===== src/source/opl_defines.svh =====
// ~~~~~~~~~~~~~~~~~~~~~~~~~~~~~~~~~~~~~~~~
// opl_fm shared sizes
// voice count, tick rate, queue depth and data widths
// ~~~~~~~~~~~~~~~~~~~~~~~~~~~~~~~~~~~~~~~~
`ifndef OPL_DEFINES_SVH
`define OPL_DEFINES_SVH

// voices per sample tick
`define OPL_NUM_VOICES 4

// clocks per sample tick
`define OPL_TICK_DIV 256

// slots per credit queue, also the producer's starting credit
`define OPL_Q_DEPTH 4

`define OPL_SAMPLE_W 16
`define OPL_PHASE_W 16

`endif


===== src/source/opl_reg_pkg.sv =====
// ~~~~~~~~~~~~~~~~~~~~~~~~~~~~~~~~~~~~~~~~
// register map types
// write bus record and per-voice settings
// ~~~~~~~~~~~~~~~~~~~~~~~~~~~~~~~~~~~~~~~~
package opl_reg_pkg;

    typedef struct packed {
        logic [7:0] addr;    // [7:4] field code, [3:0] voice
        logic [7:0] data;
    } reg_write_t;

    typedef struct packed {
        logic [9:0] fnum;    // phase step before block shift
        logic [2:0] block;   // left shift of fnum
        logic [1:0] ws;      // 0 saw, 1 square, 2 triangle, 3 off
        logic [2:0] tl;      // right shift of the waveform
        logic       key_on;
        logic [3:0] route;   // bit0 a, bit1 b, bit2 c, bit3 d
    } voice_regs_t;

    localparam logic [3:0] FIELD_FNUM_LO   = 4'h1;    // data = fnum[7:0]
    localparam logic [3:0] FIELD_FNUM_HI   = 4'h2;    // data[1:0] fnum[9:8], [4:2] block
    localparam logic [3:0] FIELD_WS_TL     = 4'h3;    // data[1:0] ws, [4:2] tl
    localparam logic [3:0] FIELD_KEY_ROUTE = 4'h4;    // data[3:0] route, [4] key_on

endpackage


===== src/source/opl_audio_pkg.sv =====
// ~~~~~~~~~~~~~~~~~~~~~~~~~~~~~~~~~~~~~~~~
// audio path types
// samples, queued voice samples, stereo frames
// ~~~~~~~~~~~~~~~~~~~~~~~~~~~~~~~~~~~~~~~~
`include "opl_defines.svh"

package opl_audio_pkg;

    typedef logic signed [`OPL_SAMPLE_W-1:0] sample_t;

    typedef struct packed {
        sample_t sample;
        logic    last;       // final voice of this tick
    } voice_sample_t;

    typedef struct packed {
        sample_t left;
        sample_t right;
    } stereo_frame_t;

endpackage


===== src/source/register_file.sv =====
// ~~~~~~~~~~~~~~~~~~~~~~~~~~~~~~~~~~~~~~~~
// register file
// decodes byte bus writes into per-voice settings
// ~~~~~~~~~~~~~~~~~~~~~~~~~~~~~~~~~~~~~~~~
`timescale 1ns/1ps
`include "opl_defines.svh"

module register_file (
    input  logic                                             clk,
    input  logic                                             rst_n,
    input  logic                                             wr_en,
    input  opl_reg_pkg::reg_write_t                          wr,
    output opl_reg_pkg::voice_regs_t [`OPL_NUM_VOICES-1:0]   voice_regs
);
    localparam int VIDX_W = $clog2(`OPL_NUM_VOICES);

    logic [3:0]        field;      // upper address nibble
    logic [3:0]        voice;      // lower address nibble
    logic [VIDX_W-1:0] vidx;       // array index
    logic              voice_ok;   // voice exists

    always_comb begin
        field    = wr.addr[7:4];
        voice    = wr.addr[3:0];
        vidx     = voice[VIDX_W-1:0];
        voice_ok = (voice < `OPL_NUM_VOICES);
    end

    always_ff @(posedge clk or negedge rst_n) begin
        if (!rst_n) begin
            voice_regs <= '0;                                    // all voices silent
        end else if (wr_en && voice_ok) begin
            case (field)
                opl_reg_pkg::FIELD_FNUM_LO: begin
                    voice_regs[vidx].fnum[7:0] <= wr.data;
                end
                opl_reg_pkg::FIELD_FNUM_HI: begin
                    voice_regs[vidx].fnum[9:8] <= wr.data[1:0];
                    voice_regs[vidx].block     <= wr.data[4:2];
                end
                opl_reg_pkg::FIELD_WS_TL: begin
                    voice_regs[vidx].ws <= wr.data[1:0];
                    voice_regs[vidx].tl <= wr.data[4:2];
                end
                opl_reg_pkg::FIELD_KEY_ROUTE: begin
                    voice_regs[vidx].route  <= wr.data[3:0];
                    voice_regs[vidx].key_on <= wr.data[4];
                end
                default: begin
                    // unknown field, write dropped
                end
            endcase
        end
    end

endmodule


===== src/source/voice_gen.sv =====
// ~~~~~~~~~~~~~~~~~~~~~~~~~~~~~~~~~~~~~~~~
// voice generator
// sample tick, phase accumulators, waveforms,
// credit-limited push of one sample per voice
// ~~~~~~~~~~~~~~~~~~~~~~~~~~~~~~~~~~~~~~~~
`timescale 1ns/1ps
`include "opl_defines.svh"

module voice_gen (
    input  logic                                           clk,
    input  logic                                           rst_n,
    input  opl_reg_pkg::voice_regs_t [`OPL_NUM_VOICES-1:0] voice_regs,
    output logic                                           push,
    output opl_audio_pkg::voice_sample_t                   push_data,
    input  logic                                           credit_return
);
    localparam int NV     = `OPL_NUM_VOICES;
    localparam int PW     = `OPL_PHASE_W;
    localparam int TW     = $clog2(`OPL_TICK_DIV);
    localparam int VIDX_W = $clog2(NV);
    localparam int CW     = $clog2(`OPL_Q_DEPTH + 1);

    logic [TW-1:0]          tick_cnt;
    logic                   tick;        // one clk per sample period
    logic [PW-1:0]          phase [NV];
    logic                   busy;        // emitting a pass
    logic [VIDX_W-1:0]      vidx;        // voice being emitted
    logic [CW-1:0]          credits;     // free slots in voice_q
    opl_audio_pkg::sample_t shaped;      // waveform after level shift

    function automatic opl_audio_pkg::sample_t wave(
        input logic [1:0]    ws,
        input logic [PW-1:0] ph
    );
        logic [13:0] p;      // top 14 phase bits
        logic [12:0] fold;   // mirrored in second half
        p    = ph[PW-1 -: 14];
        fold = ph[PW-1] ? ~p[12:0] : p[12:0];
        case (ws)
            2'd0:    wave = $signed({2'b00, p}) - 16'sd8192;
            2'd1:    wave = ph[PW-1] ? -16'sd8192 : 16'sd8191;
            2'd2:    wave = $signed({2'b00, fold, 1'b0}) - 16'sd8192;
            default: wave = '0;
        endcase
    endfunction

    always_comb begin
        tick   = (tick_cnt == TW'(`OPL_TICK_DIV - 1));
        shaped = wave(voice_regs[vidx].ws, phase[vidx]) >>> voice_regs[vidx].tl;
        push   = busy && (credits != '0);                        // stall without credit
        push_data.sample = voice_regs[vidx].key_on ? shaped : '0;
        push_data.last   = (vidx == VIDX_W'(NV - 1));
    end

    always_ff @(posedge clk or negedge rst_n) begin
        if (!rst_n) begin
            for (int v = 0; v < NV; v++) begin
                phase[v] <= '0;
            end
        end else begin
            for (int v = 0; v < NV; v++) begin
                if (!voice_regs[v].key_on) begin
                    phase[v] <= '0;                              // key off restarts phase
                end else if (tick && !busy) begin
                    phase[v] <= phase[v] + (PW'(voice_regs[v].fnum) << voice_regs[v].block);
                end
            end
        end
    end

    always_ff @(posedge clk or negedge rst_n) begin
        if (!rst_n) begin
            tick_cnt <= '0;
            busy     <= 1'b0;
            vidx     <= '0;
            credits  <= CW'(`OPL_Q_DEPTH);
        end else begin
            tick_cnt <= tick ? '0 : tick_cnt + 1'b1;
            if (tick && !busy) begin                             // tick during a pass is lost
                busy <= 1'b1;
                vidx <= '0;
            end else if (push) begin
                vidx <= vidx + 1'b1;
                if (push_data.last) begin
                    busy <= 1'b0;
                end
            end
            credits <= credits - CW'(push) + CW'(credit_return);
        end
    end

endmodule


===== src/source/credit_fifo.sv =====
// ~~~~~~~~~~~~~~~~~~~~~~~~~~~~~~~~~~~~~~~~
// credit fifo
// consumer-side queue, one credit back per pop
// ~~~~~~~~~~~~~~~~~~~~~~~~~~~~~~~~~~~~~~~~
`timescale 1ns/1ps

module credit_fifo #(
    parameter type payload_t = logic,
    parameter int  DEPTH     = 4
) (
    input  logic     clk,
    input  logic     rst_n,
    input  logic     push,
    input  payload_t push_data,
    input  logic     pop,
    output payload_t pop_data,
    output logic     empty,
    output logic     credit_return
);
    localparam int AW = $clog2(DEPTH);
    localparam int CW = $clog2(DEPTH + 1);

    payload_t      mem [DEPTH];
    logic [AW-1:0] wr_ptr;
    logic [AW-1:0] rd_ptr;
    logic [CW-1:0] count;    // producer credits keep this within DEPTH
    logic          do_pop;

    always_comb begin
        empty         = (count == '0);
        do_pop        = pop && !empty;
        pop_data      = mem[rd_ptr];     // show-ahead head
        credit_return = do_pop;
    end

    always_ff @(posedge clk) begin
        if (push) begin
            mem[wr_ptr] <= push_data;
        end
    end

    always_ff @(posedge clk or negedge rst_n) begin
        if (!rst_n) begin
            wr_ptr <= '0;
            rd_ptr <= '0;
            count  <= '0;
        end else begin
            if (push) begin
                wr_ptr <= (wr_ptr == AW'(DEPTH - 1)) ? '0 : wr_ptr + 1'b1;
            end
            if (do_pop) begin
                rd_ptr <= (rd_ptr == AW'(DEPTH - 1)) ? '0 : rd_ptr + 1'b1;
            end
            count <= count + CW'(push) - CW'(do_pop);
        end
    end

endmodule


===== src/source/channel_mixer.sv =====
// ~~~~~~~~~~~~~~~~~~~~~~~~~~~~~~~~~~~~~~~~
// channel mixer
// routes voices into channels a to d, folds to stereo
// ~~~~~~~~~~~~~~~~~~~~~~~~~~~~~~~~~~~~~~~~
`timescale 1ns/1ps
`include "opl_defines.svh"

module channel_mixer (
    input  logic                                           clk,
    input  logic                                           rst_n,
    input  opl_reg_pkg::voice_regs_t [`OPL_NUM_VOICES-1:0] voice_regs,
    output logic                                           vq_pop,
    input  opl_audio_pkg::voice_sample_t                   vq_data,
    input  logic                                           vq_empty,
    output logic                                           push,
    output opl_audio_pkg::stereo_frame_t                   push_data,
    input  logic                                           credit_return
);
    localparam int NCH    = 4;
    localparam int VIDX_W = $clog2(`OPL_NUM_VOICES);
    localparam int CW     = $clog2(`OPL_Q_DEPTH + 1);

    opl_audio_pkg::sample_t acc [NCH];  // channels a, b, c, d
    logic [VIDX_W-1:0]      vidx;       // voice of the next popped sample
    logic [NCH-1:0]         route;
    logic                   form;       // last voice in, build frame now
    logic                   frame_pend; // frame waiting for a credit
    logic [CW-1:0]          credits;

    always_comb begin
        vq_pop = !vq_empty && !form && !frame_pend;
        route  = voice_regs[vidx].route;
        push   = frame_pend && (credits != '0);
    end

    always_ff @(posedge clk or negedge rst_n) begin
        if (!rst_n) begin
            for (int ch = 0; ch < NCH; ch++) begin
                acc[ch] <= '0;
            end
            vidx       <= '0;
            form       <= 1'b0;
            frame_pend <= 1'b0;
            credits    <= CW'(`OPL_Q_DEPTH);
        end else begin
            form <= vq_pop && vq_data.last;
            if (vq_pop) begin
                vidx <= vq_data.last ? '0 : vidx + 1'b1;
                for (int ch = 0; ch < NCH; ch++) begin
                    if (route[ch]) begin
                        acc[ch] <= acc[ch] + vq_data.sample;
                    end
                end
            end else if (form) begin
                for (int ch = 0; ch < NCH; ch++) begin
                    acc[ch] <= '0;                               // next tick starts clean
                end
            end
            if (form) begin
                frame_pend <= 1'b1;
            end else if (push) begin
                frame_pend <= 1'b0;
            end
            credits <= credits - CW'(push) + CW'(credit_return);
        end
    end

    // halves before the sum, so no overflow
    always_ff @(posedge clk) begin
        if (form) begin
            push_data.left  <= (acc[0] >>> 1) + (acc[1] >>> 1);
            push_data.right <= (acc[2] >>> 1) + (acc[3] >>> 1);
        end
    end

endmodule


===== src/source/i2s_tx.sv =====
// ~~~~~~~~~~~~~~~~~~~~~~~~~~~~~~~~~~~~~~~~
// i2s transmitter
// 64 sclk per frame, 32-bit slots, MSB first
// ~~~~~~~~~~~~~~~~~~~~~~~~~~~~~~~~~~~~~~~~
`timescale 1ns/1ps
`include "opl_defines.svh"

module i2s_tx (
    input  logic                         clk,
    input  logic                         rst_n,
    output logic                         pop,
    input  opl_audio_pkg::stereo_frame_t frame,
    input  logic                         empty,
    output logic                         sclk,
    output logic                         ws,
    output logic                         sd
);
    localparam int SW       = `OPL_SAMPLE_W;
    localparam int SLOT     = 32;
    localparam int PAD      = SLOT - SW;
    localparam int FRAME_CK = 4 * SLOT;             // two clk per sclk, two slots
    localparam int NW       = $clog2(FRAME_CK);

    logic [NW-1:0]     cnt;      // [0] sclk phase, [NW-1:1] bit position
    logic [2*SLOT-1:0] sr;       // left slot then right slot

    always_comb begin
        sclk = cnt[0];
        ws   = cnt[NW-1];                           // high for positions 32..63
        sd   = sr[2*SLOT-1];
        pop  = (cnt == NW'(1));                     // rising sclk of position 0
    end

    always_ff @(posedge clk or negedge rst_n) begin
        if (!rst_n) begin
            cnt <= '0;
            sr  <= '0;
        end else begin
            cnt <= cnt + 1'b1;
            if (pop) begin
                // left MSB lands on position 1, one sclk after ws falls
                if (empty) begin
                    sr <= '0;                        // underflow sends silence
                end else begin
                    sr <= {frame.left, {PAD{1'b0}}, frame.right, {PAD{1'b0}}};
                end
            end else if (cnt[0]) begin
                sr <= {sr[2*SLOT-2:0], 1'b0};        // advance on sclk fall
            end
        end
    end

endmodule


===== src/source/opl_top.sv =====
// ~~~~~~~~~~~~~~~~~~~~~~~~~~~~~~~~~~~~~~~~
// opl_fm top level
// register bus in, I2S out
// ~~~~~~~~~~~~~~~~~~~~~~~~~~~~~~~~~~~~~~~~
`timescale 1ns/1ps
`include "opl_defines.svh"

module opl_top (
    input  logic                    clk,
    input  logic                    rst_n,
    input  logic                    wr_en,
    input  opl_reg_pkg::reg_write_t wr,
    output logic                    sclk,
    output logic                    ws,
    output logic                    sd
);
    opl_reg_pkg::voice_regs_t [`OPL_NUM_VOICES-1:0] voice_regs;

    logic                         vq_push;       // voice_gen to voice_q
    opl_audio_pkg::voice_sample_t vq_push_data;
    logic                         vq_pop;
    opl_audio_pkg::voice_sample_t vq_pop_data;
    logic                         vq_empty;
    logic                         vq_credit;

    logic                         fq_push;       // mixer to frame_q
    opl_audio_pkg::stereo_frame_t fq_push_data;
    logic                         fq_pop;
    opl_audio_pkg::stereo_frame_t fq_pop_data;
    logic                         fq_empty;
    logic                         fq_credit;

    register_file register_file_inst (
        .clk(clk), .rst_n(rst_n), .wr_en(wr_en), .wr(wr), .voice_regs(voice_regs)
    );

    voice_gen voice_gen_inst (
        .clk(clk), .rst_n(rst_n), .voice_regs(voice_regs),
        .push(vq_push), .push_data(vq_push_data), .credit_return(vq_credit)
    );

    credit_fifo #(
        .payload_t(opl_audio_pkg::voice_sample_t),
        .DEPTH(`OPL_Q_DEPTH)
    ) voice_q (
        .clk(clk), .rst_n(rst_n), .push(vq_push), .push_data(vq_push_data),
        .pop(vq_pop), .pop_data(vq_pop_data), .empty(vq_empty), .credit_return(vq_credit)
    );

    channel_mixer channel_mixer_inst (
        .clk(clk), .rst_n(rst_n), .voice_regs(voice_regs),
        .vq_pop(vq_pop), .vq_data(vq_pop_data), .vq_empty(vq_empty),
        .push(fq_push), .push_data(fq_push_data), .credit_return(fq_credit)
    );

    credit_fifo #(
        .payload_t(opl_audio_pkg::stereo_frame_t),
        .DEPTH(`OPL_Q_DEPTH)
    ) frame_q (
        .clk(clk), .rst_n(rst_n), .push(fq_push), .push_data(fq_push_data),
        .pop(fq_pop), .pop_data(fq_pop_data), .empty(fq_empty), .credit_return(fq_credit)
    );

    i2s_tx i2s_tx_inst (
        .clk(clk), .rst_n(rst_n), .pop(fq_pop), .frame(fq_pop_data), .empty(fq_empty),
        .sclk(sclk), .ws(ws), .sd(sd)
    );

endmodule


===== config.mk =====
export PLATFORM = sky130hd
export DESIGN_NAME = opl_top
export DESIGN_NICKNAME = d
export VERILOG_FILES = /design/src/source/opl_reg_pkg.sv /design/src/source/opl_audio_pkg.sv /design/src/source/register_file.sv /design/src/source/voice_gen.sv /design/src/source/credit_fifo.sv /design/src/source/channel_mixer.sv /design/src/source/i2s_tx.sv /design/src/source/opl_top.sv
export VERILOG_INCLUDE_DIRS = /design/src /design/src/source
export SDC_FILE = /design/constraint.sdc
export NUM_CORES = 1
export LEC_CHECK = 0
export BUFFER_PORTS_ARGS = -buffer_cell sky130_fd_sc_hd__clkbuf_2
export CORE_AREA = 2 2 252 254
export CTS_CLUSTER_DIAMETER = 50
export CTS_CLUSTER_SIZE = 24
export DETAILED_ROUTE_END_ITERATION = 16
export DIE_AREA = 0 0 254 256
export GPL_TIMING_DRIVEN = 0
export PLACE_DENSITY = 0.66
export SLEW_MARGIN = 20
export SYNTH_ARGS = -nofsm -noshare
export SYNTH_HDL_FRONTEND = slang
export SYNTH_SLANG_ARGS = --single-unit

===== constraint.sdc =====
create_clock -name clk -period 4 [get_ports clk]
set_input_delay 0.4 -clock clk [delete_from_list [all_inputs] [get_ports clk]]
set_output_delay 0.4 -clock clk [all_outputs]
set_load 0.02 [all_outputs]

# Word level (Yosys, flattened, before mapping)
# Memories as Yosys holds them, arrays and structs flattened.
# Index checks and enable logic that the tools add are counted.
[totals] inputBits=19 n_memories=2 reg_bits=358 mem_bits_rw=196 wordCells=213 out_inout_bits=3
[mem_list] memory="frame_q.mem" words=4 word_bits=32 read_ports=1 rd_clocked_by_memory_dff=0 write_ports=1 line_no="credit_fifo.sv:23" rtl="payload_t mem [DEPTH];"
[mem_list] memory="voice_q.mem" words=4 word_bits=17 read_ports=1 rd_clocked_by_memory_dff=0 write_ports=1 line_no="credit_fifo.sv:23"
[classes] n_addsub=28 bitwise_logic=2 n_reduce_logical=32 eq_ne=21 mux=67 shift=5 order_cmp=6
[ops] op="$bwmux 92" n=7
[ops] op="$pmux 92 s4" n=1
[ops] op="$demux 23 s2" n=7
[ops] op="$mux 64" n=5
[ops] op="$mux 16" n=16
[ops] op="$add 16x16->16" n=8
[ops] op="$bmux 23 s2" n=2
[ops] op="$shl 10x3->16" n=4
[ops] op="$pmux 16 s3" n=1
[ops] op="$add 15x15->16" n=2
[ops] op="$bmux 16 s2" n=1
[ops] op="$sub 14x14->15 const B" n=2
[ops] op="$mux 13" n=2
[ops] op="$mux 23" n=1
[ops] op="$mux 21" n=1
[ops] op="$mux 10" n=2
[ops] op="$mux 8" n=2
[ops] op="$sshr 16x3->16" n=1
[ops] op="$mux 2" n=7
[ops] op="$not 13->13" n=1
[ops] op="$add 2x1->2 const B" n=6
[ops] op="$add 3x1->3" n=4
[ops] op="$eq 2x2->1 const B" n=6
[ops] op="$reduce_and 2->1" n=6
[ops] op="other kinds (26)" n=66

# Logic depth before layout (Yosys ltp)
[logic_depth] word_depth=10 ltp_mapped=15 mapped_depth_nobuf=14

# By module
# Synthesis repeated with hierarchy kept, for this count alone.
[hier_totals] hier_cells=2688 area_unflattened_um2=31076.1
[by_module_without_submodules] mod="voice_gen" instances=1 cells_each=1107 seq_area_each_um2=1953.1 area_per_inst_um2=9063.7
[by_module_without_submodules] mod="channel_mixer" instances=1 cells_each=820 seq_area_each_um2=2738.9 area_per_inst_um2=7770.0
[by_module_without_submodules] mod="credit_fifo at frame_q" instances=1 cells_each=205 seq_area_each_um2=4018.9 area_per_inst_um2=5082.4
[by_module_without_submodules] mod="register_file" instances=1 cells_each=214 seq_area_each_um2=2302.2 area_per_inst_um2=3565.9
[by_module_without_submodules] mod="credit_fifo at voice_q" instances=1 cells_each=126 seq_area_each_um2=2217.1 area_per_inst_um2=2912.8
[by_module_without_submodules] mod="i2s_tx" instances=1 cells_each=216 seq_area_each_um2=1376.3 area_per_inst_um2=2681.3

# Worst setup path before layout
# No wires, ideal clock.
[synth_path] path_type="register to register" start="reg voice_q.rd_ptr[0]" end="reg channel_mixer_inst.acc[28] in the netlist's numbering" setup_ps=120 t_arrival_ps=3643 path_stages_with_launch=11 period_less_slack_ps=3763 required_ps=3880 n_path_buf=2 setup_slack_ps=237 cell_sequence="dfrtp_1 -> clkbuf_1 -> buf_1 -> mux4_2 -> ha_1 -> or4_1 -> o221ai_1 -> a21oi_1 -> o21a_1 -> or3_1 -> a31o_2"
[synth_between] elab_chain_len=4
[synth_rtl] element="start: declaration" line_no="credit_fifo.sv:25" rtl="logic [AW-1:0] rd_ptr;"
[synth_rtl] element="start signal: assignment" line_no="credit_fifo.sv:52" rtl="rd_ptr <= (rd_ptr == AW'(DEPTH - 1)) ? '0 : rd_ptr + 1'b1;"
[synth_rtl] element="$mem_v2 4x17"
[synth_rtl] element="$add 16x16->16" line_no="channel_mixer.sv:51" rtl="acc[ch] <= acc[ch] + vq_data.sample;"
[synth_rtl] element="$mux 16" line_no="channel_mixer.sv:50" rtl="if (route[ch]) begin"
[synth_rtl] element="$mux 64" line_no="channel_mixer.sv:47" rtl="if (vq_pop) begin"
[synth_rtl] element="end signal: indexed assignment" line_no="channel_mixer.sv:51"
[synth_rtl] element="end: declaration" line_no="channel_mixer.sv:23" rtl="opl_audio_pkg::sample_t acc [NCH];"
# No other way between the ends. The select of a mux whose other input is x is not followed.
# A chain may end at the register's enable or synchronous reset.

# Final worst setup path
[layout_path] start="reg voice_q.rd_ptr[0]" end="reg channel_mixer_inst.acc[13] in the netlist's numbering"
# Same word-level chain as after synthesis.

==> impl_metrics.tcl <==
set metrics [dict create \
    status "finished clean" \
    cts_tree "yes" \
    max_slew_margin 0.224 \
    clockBufferDepth 3 \
    detail-route-antenna-nets 0 \
    top_layer "met5" \
    rsz0062_at_grt "false" \
    root_buffer "clkbuf_16" \
    firstDrtPassIters 5 \
    cts_made_buffers 68 \
    drt_iter0_markers 1466 \
    leakagePower_nw 13.9 \
    layout-drive-gt1-share 0.139 \
    period_share 0.951 \
    netlist_area_um2 30100 \
    grt_pass1_vias 22003 \
    cap_violations 0 \
    final_area_um2 34000 \
    start_kind "register" \
    postCtsSetupBuffers 0 \
    start_util 0.483 \
    min_path_type "in -> reg" \
    antenna_found_initial 2 \
    hold_viol_final 0 \
    crit_type "reg -> reg" \
    synth_seq_cells 530 \
    synth_edf_count 220 \
    synthCells 2757 \
    overflow 0 \
    area.growth.synth_to_final_pct 12.7 \
    fp.dieW_um 254 \
    yosysSeqAreaShare 0.477 \
    m1WireLength_um 31900 \
    worstPathMaxFanout 10 \
    wl_met3_um 3430 \
    wirelength_um 76500 \
    nFillCells 5348 \
    drt-wirelength-per-cell_um 20.4 \
    final_max_slew_viol_count 0 \
    syn_area_per_cell_um2 10.9 \
    p_total_mw 12.6 \
    io_buffers 19 \
    die-area_um2 65000 \
    required_ns 4.47 \
    ir_drop_v 0.000297 \
    finalCriticalPeriod_ns 3.80 \
    powerDensity_nw_per_um2 371 \
    synth.distinct_cells 86 \
    fin_worst_skew_ns 0.0342 \
    placed_area_um2 31500 \
    critPathCaptureType "register" \
    fmax_mhz 263 \
    tightest_slew_ns 1.16 \
    ys.flop_type "dfrtp_1" \
    met2_length_um 37600 \
    h-tree-depth 3 \
    core_um2 62400 \
    ios 22 \
    place_congestion 0.894 \
    arrival_ns 4.28 \
    cts_sinks 530 \
    vias_per_cell 5.84 \
    regArea_um2 14400 \
    grt_pass1_wl_um 120000 \
    grt_util_all_layers 0.238 \
    chipHeight_um 256 \
    nNetsFinal 3059 \
    insertion_delay_ns 0.62 \
    yosysWarningCount 0 \
    setup_violations 0 \
    hpwlAfterDp_um 56000 \
    placement_rows 92 \
    drc_errors 0 \
    vias 21945 \
    clkTransAtPathRegs_ns 0.07 \
    grt_max_degree 89 \
    synth_fp_nets 2962 \
    synth-async-reset-ratio 0.585 \
    multi_input_area_um2 14800 \
]
[per-stage QoR]
stage               utilization  hold slack [ns]  cells  setup TNS [ns]  setup WS, ns
CTS                       0.544            0.145   3758               0        0.0343
detailed placement        0.505            0.386   3631           -5.54        -0.757
global route              0.544            0.176   3756               0       0.00268
global placement          0.502            0.464   3622        -1330.05         -4.37
floorplan                     -            0.104   2757               0         0.237
finish                    0.544            0.180   3757               0         0.197
[timing repair]
| action | in CTS | in global routing |
|---|---|---|
| hold buffers | 1 | 0 |
| resized for setup | 6 | 10 |
| setup endpoints to repair | 23 | 15 |
| endpoints found under the hold margin | 53 | 0 |
[cell type report]
type,count,share of cell area
well taps,846,0.0312
multi-input cells,1960,0.435
inverters,141,0.0156
clock buffers,84,0.0559
diodes,1,0.0000737
plain buffers,124,0.0156
repair buffers,29,0.00954
flip-flops and latches,530,0.423
clock inverters,42,0.0145
[where the power goes]
group | switching (mW) | internal [mW] | total, mW
Combinational | 0.329 | 0.179 | 0.508
Clock | 2.62 | 3.75 | 6.37
Sequential | 0.0342 | 5.68 | 5.71
[cell usage after synthesis (all sizes together) (6+ instances only)]
master	number	area [um^2]
dfrtp	308	7710
a21oi	221	1110
edfxtp	220	6610
nand2	214	803
nor2	203	762
ha	172	2150
o21ai	147	743
inv	139	522
mux2	112	1260
nand3	108	541
clkbuf	88	330
mux2i	79	791
mux4	69	1550
xnor2	62	543
a21o	54	405
nor3	47	240
xor2	39	342
buf	38	195
and2	30	188
nor2b	26	173
or3	25	156
o31ai	21	158
a211oi	19	143
a21boi	19	143
and3	19	119
a31oi	18	113
o21bai	18	135
nand2b	17	106
o22ai	17	106
a31o	16	140
o211ai	16	120
nor3b	15	113
o21a	15	113
fa	14	280
o22a	12	105
a211o	10	87.6
nand3b	9	67.6
nand4	8	50.1
nor4	7	43.8
or2	6	37.5
[cells in the final DEF, fill, tap and decap left out, types with 72 or more instances in the layout]
cell and count:
clkbuf_16 72, mux2_2 112, edfxtp_1 220, nand2_1 214
a21oi_1 218, ha_1 172, nand3_1 108, dfrtp_1 306
clkbuf_1 92, inv_1 138, nor2_1 203, o21ai_0 141
mux2i_1 79
[final timing paths]
kind | startpoint | slack (ns) | end | depth (start not counted)
max reg2reg | voice_q.rd_ptr[0] | 0.20 | channel_mixer_inst.acc[13] | 12
max in group asynchronous | rst_n | 2.21 | voice_gen_inst.credits[2] | 5
min reg2reg | channel_mixer_inst.push_data[10] | 0.48 | frame_q.mem[3][10] | 0
max | voice_q.rd_ptr[0] | 0.20 | channel_mixer_inst.acc[13] | 12
min | wr[1] | 0.18 | register | 2
min in group asynchronous | rst_n | 0.30 | i2s_tx_inst.sr[41] | 2
[worst max-delay path, stage by stage, from the launching register on]
cell,delay [ns]
dfrtp_1,0.36
clkbuf_4,0.25
buf_4,0.26
mux4_2,0.69
ha_1,0.41
a21o_1,0.18
a21oi_1,0.31
o21ai_0,0.13
a41o_1,0.27
or2_1,0.25
a31oi_1,0.30
xor2_1,0.18
o21ai_1,0.07
[layer usage]
metal / GRT usage / vias to the layer above
met5: 0 / -
met4: 0.110 / 4
met3: 0.0363 / 180
met2: 0.407 / 561
met1: 0.296 / 10849
li1: - / 10351
[cells by family after synthesis]
kind of cell / synth area share
muxes: 0.120
buffers and inverters: 0.0350
adders and majority gates: 0.0807
DFF: 0.477
AOI/OAI and AO/OA: 0.141
xor gates and xnor gates: 0.0293
and+or+nand+nor: 0.118
Note: power is estimated with default switching activity, not from simulation.
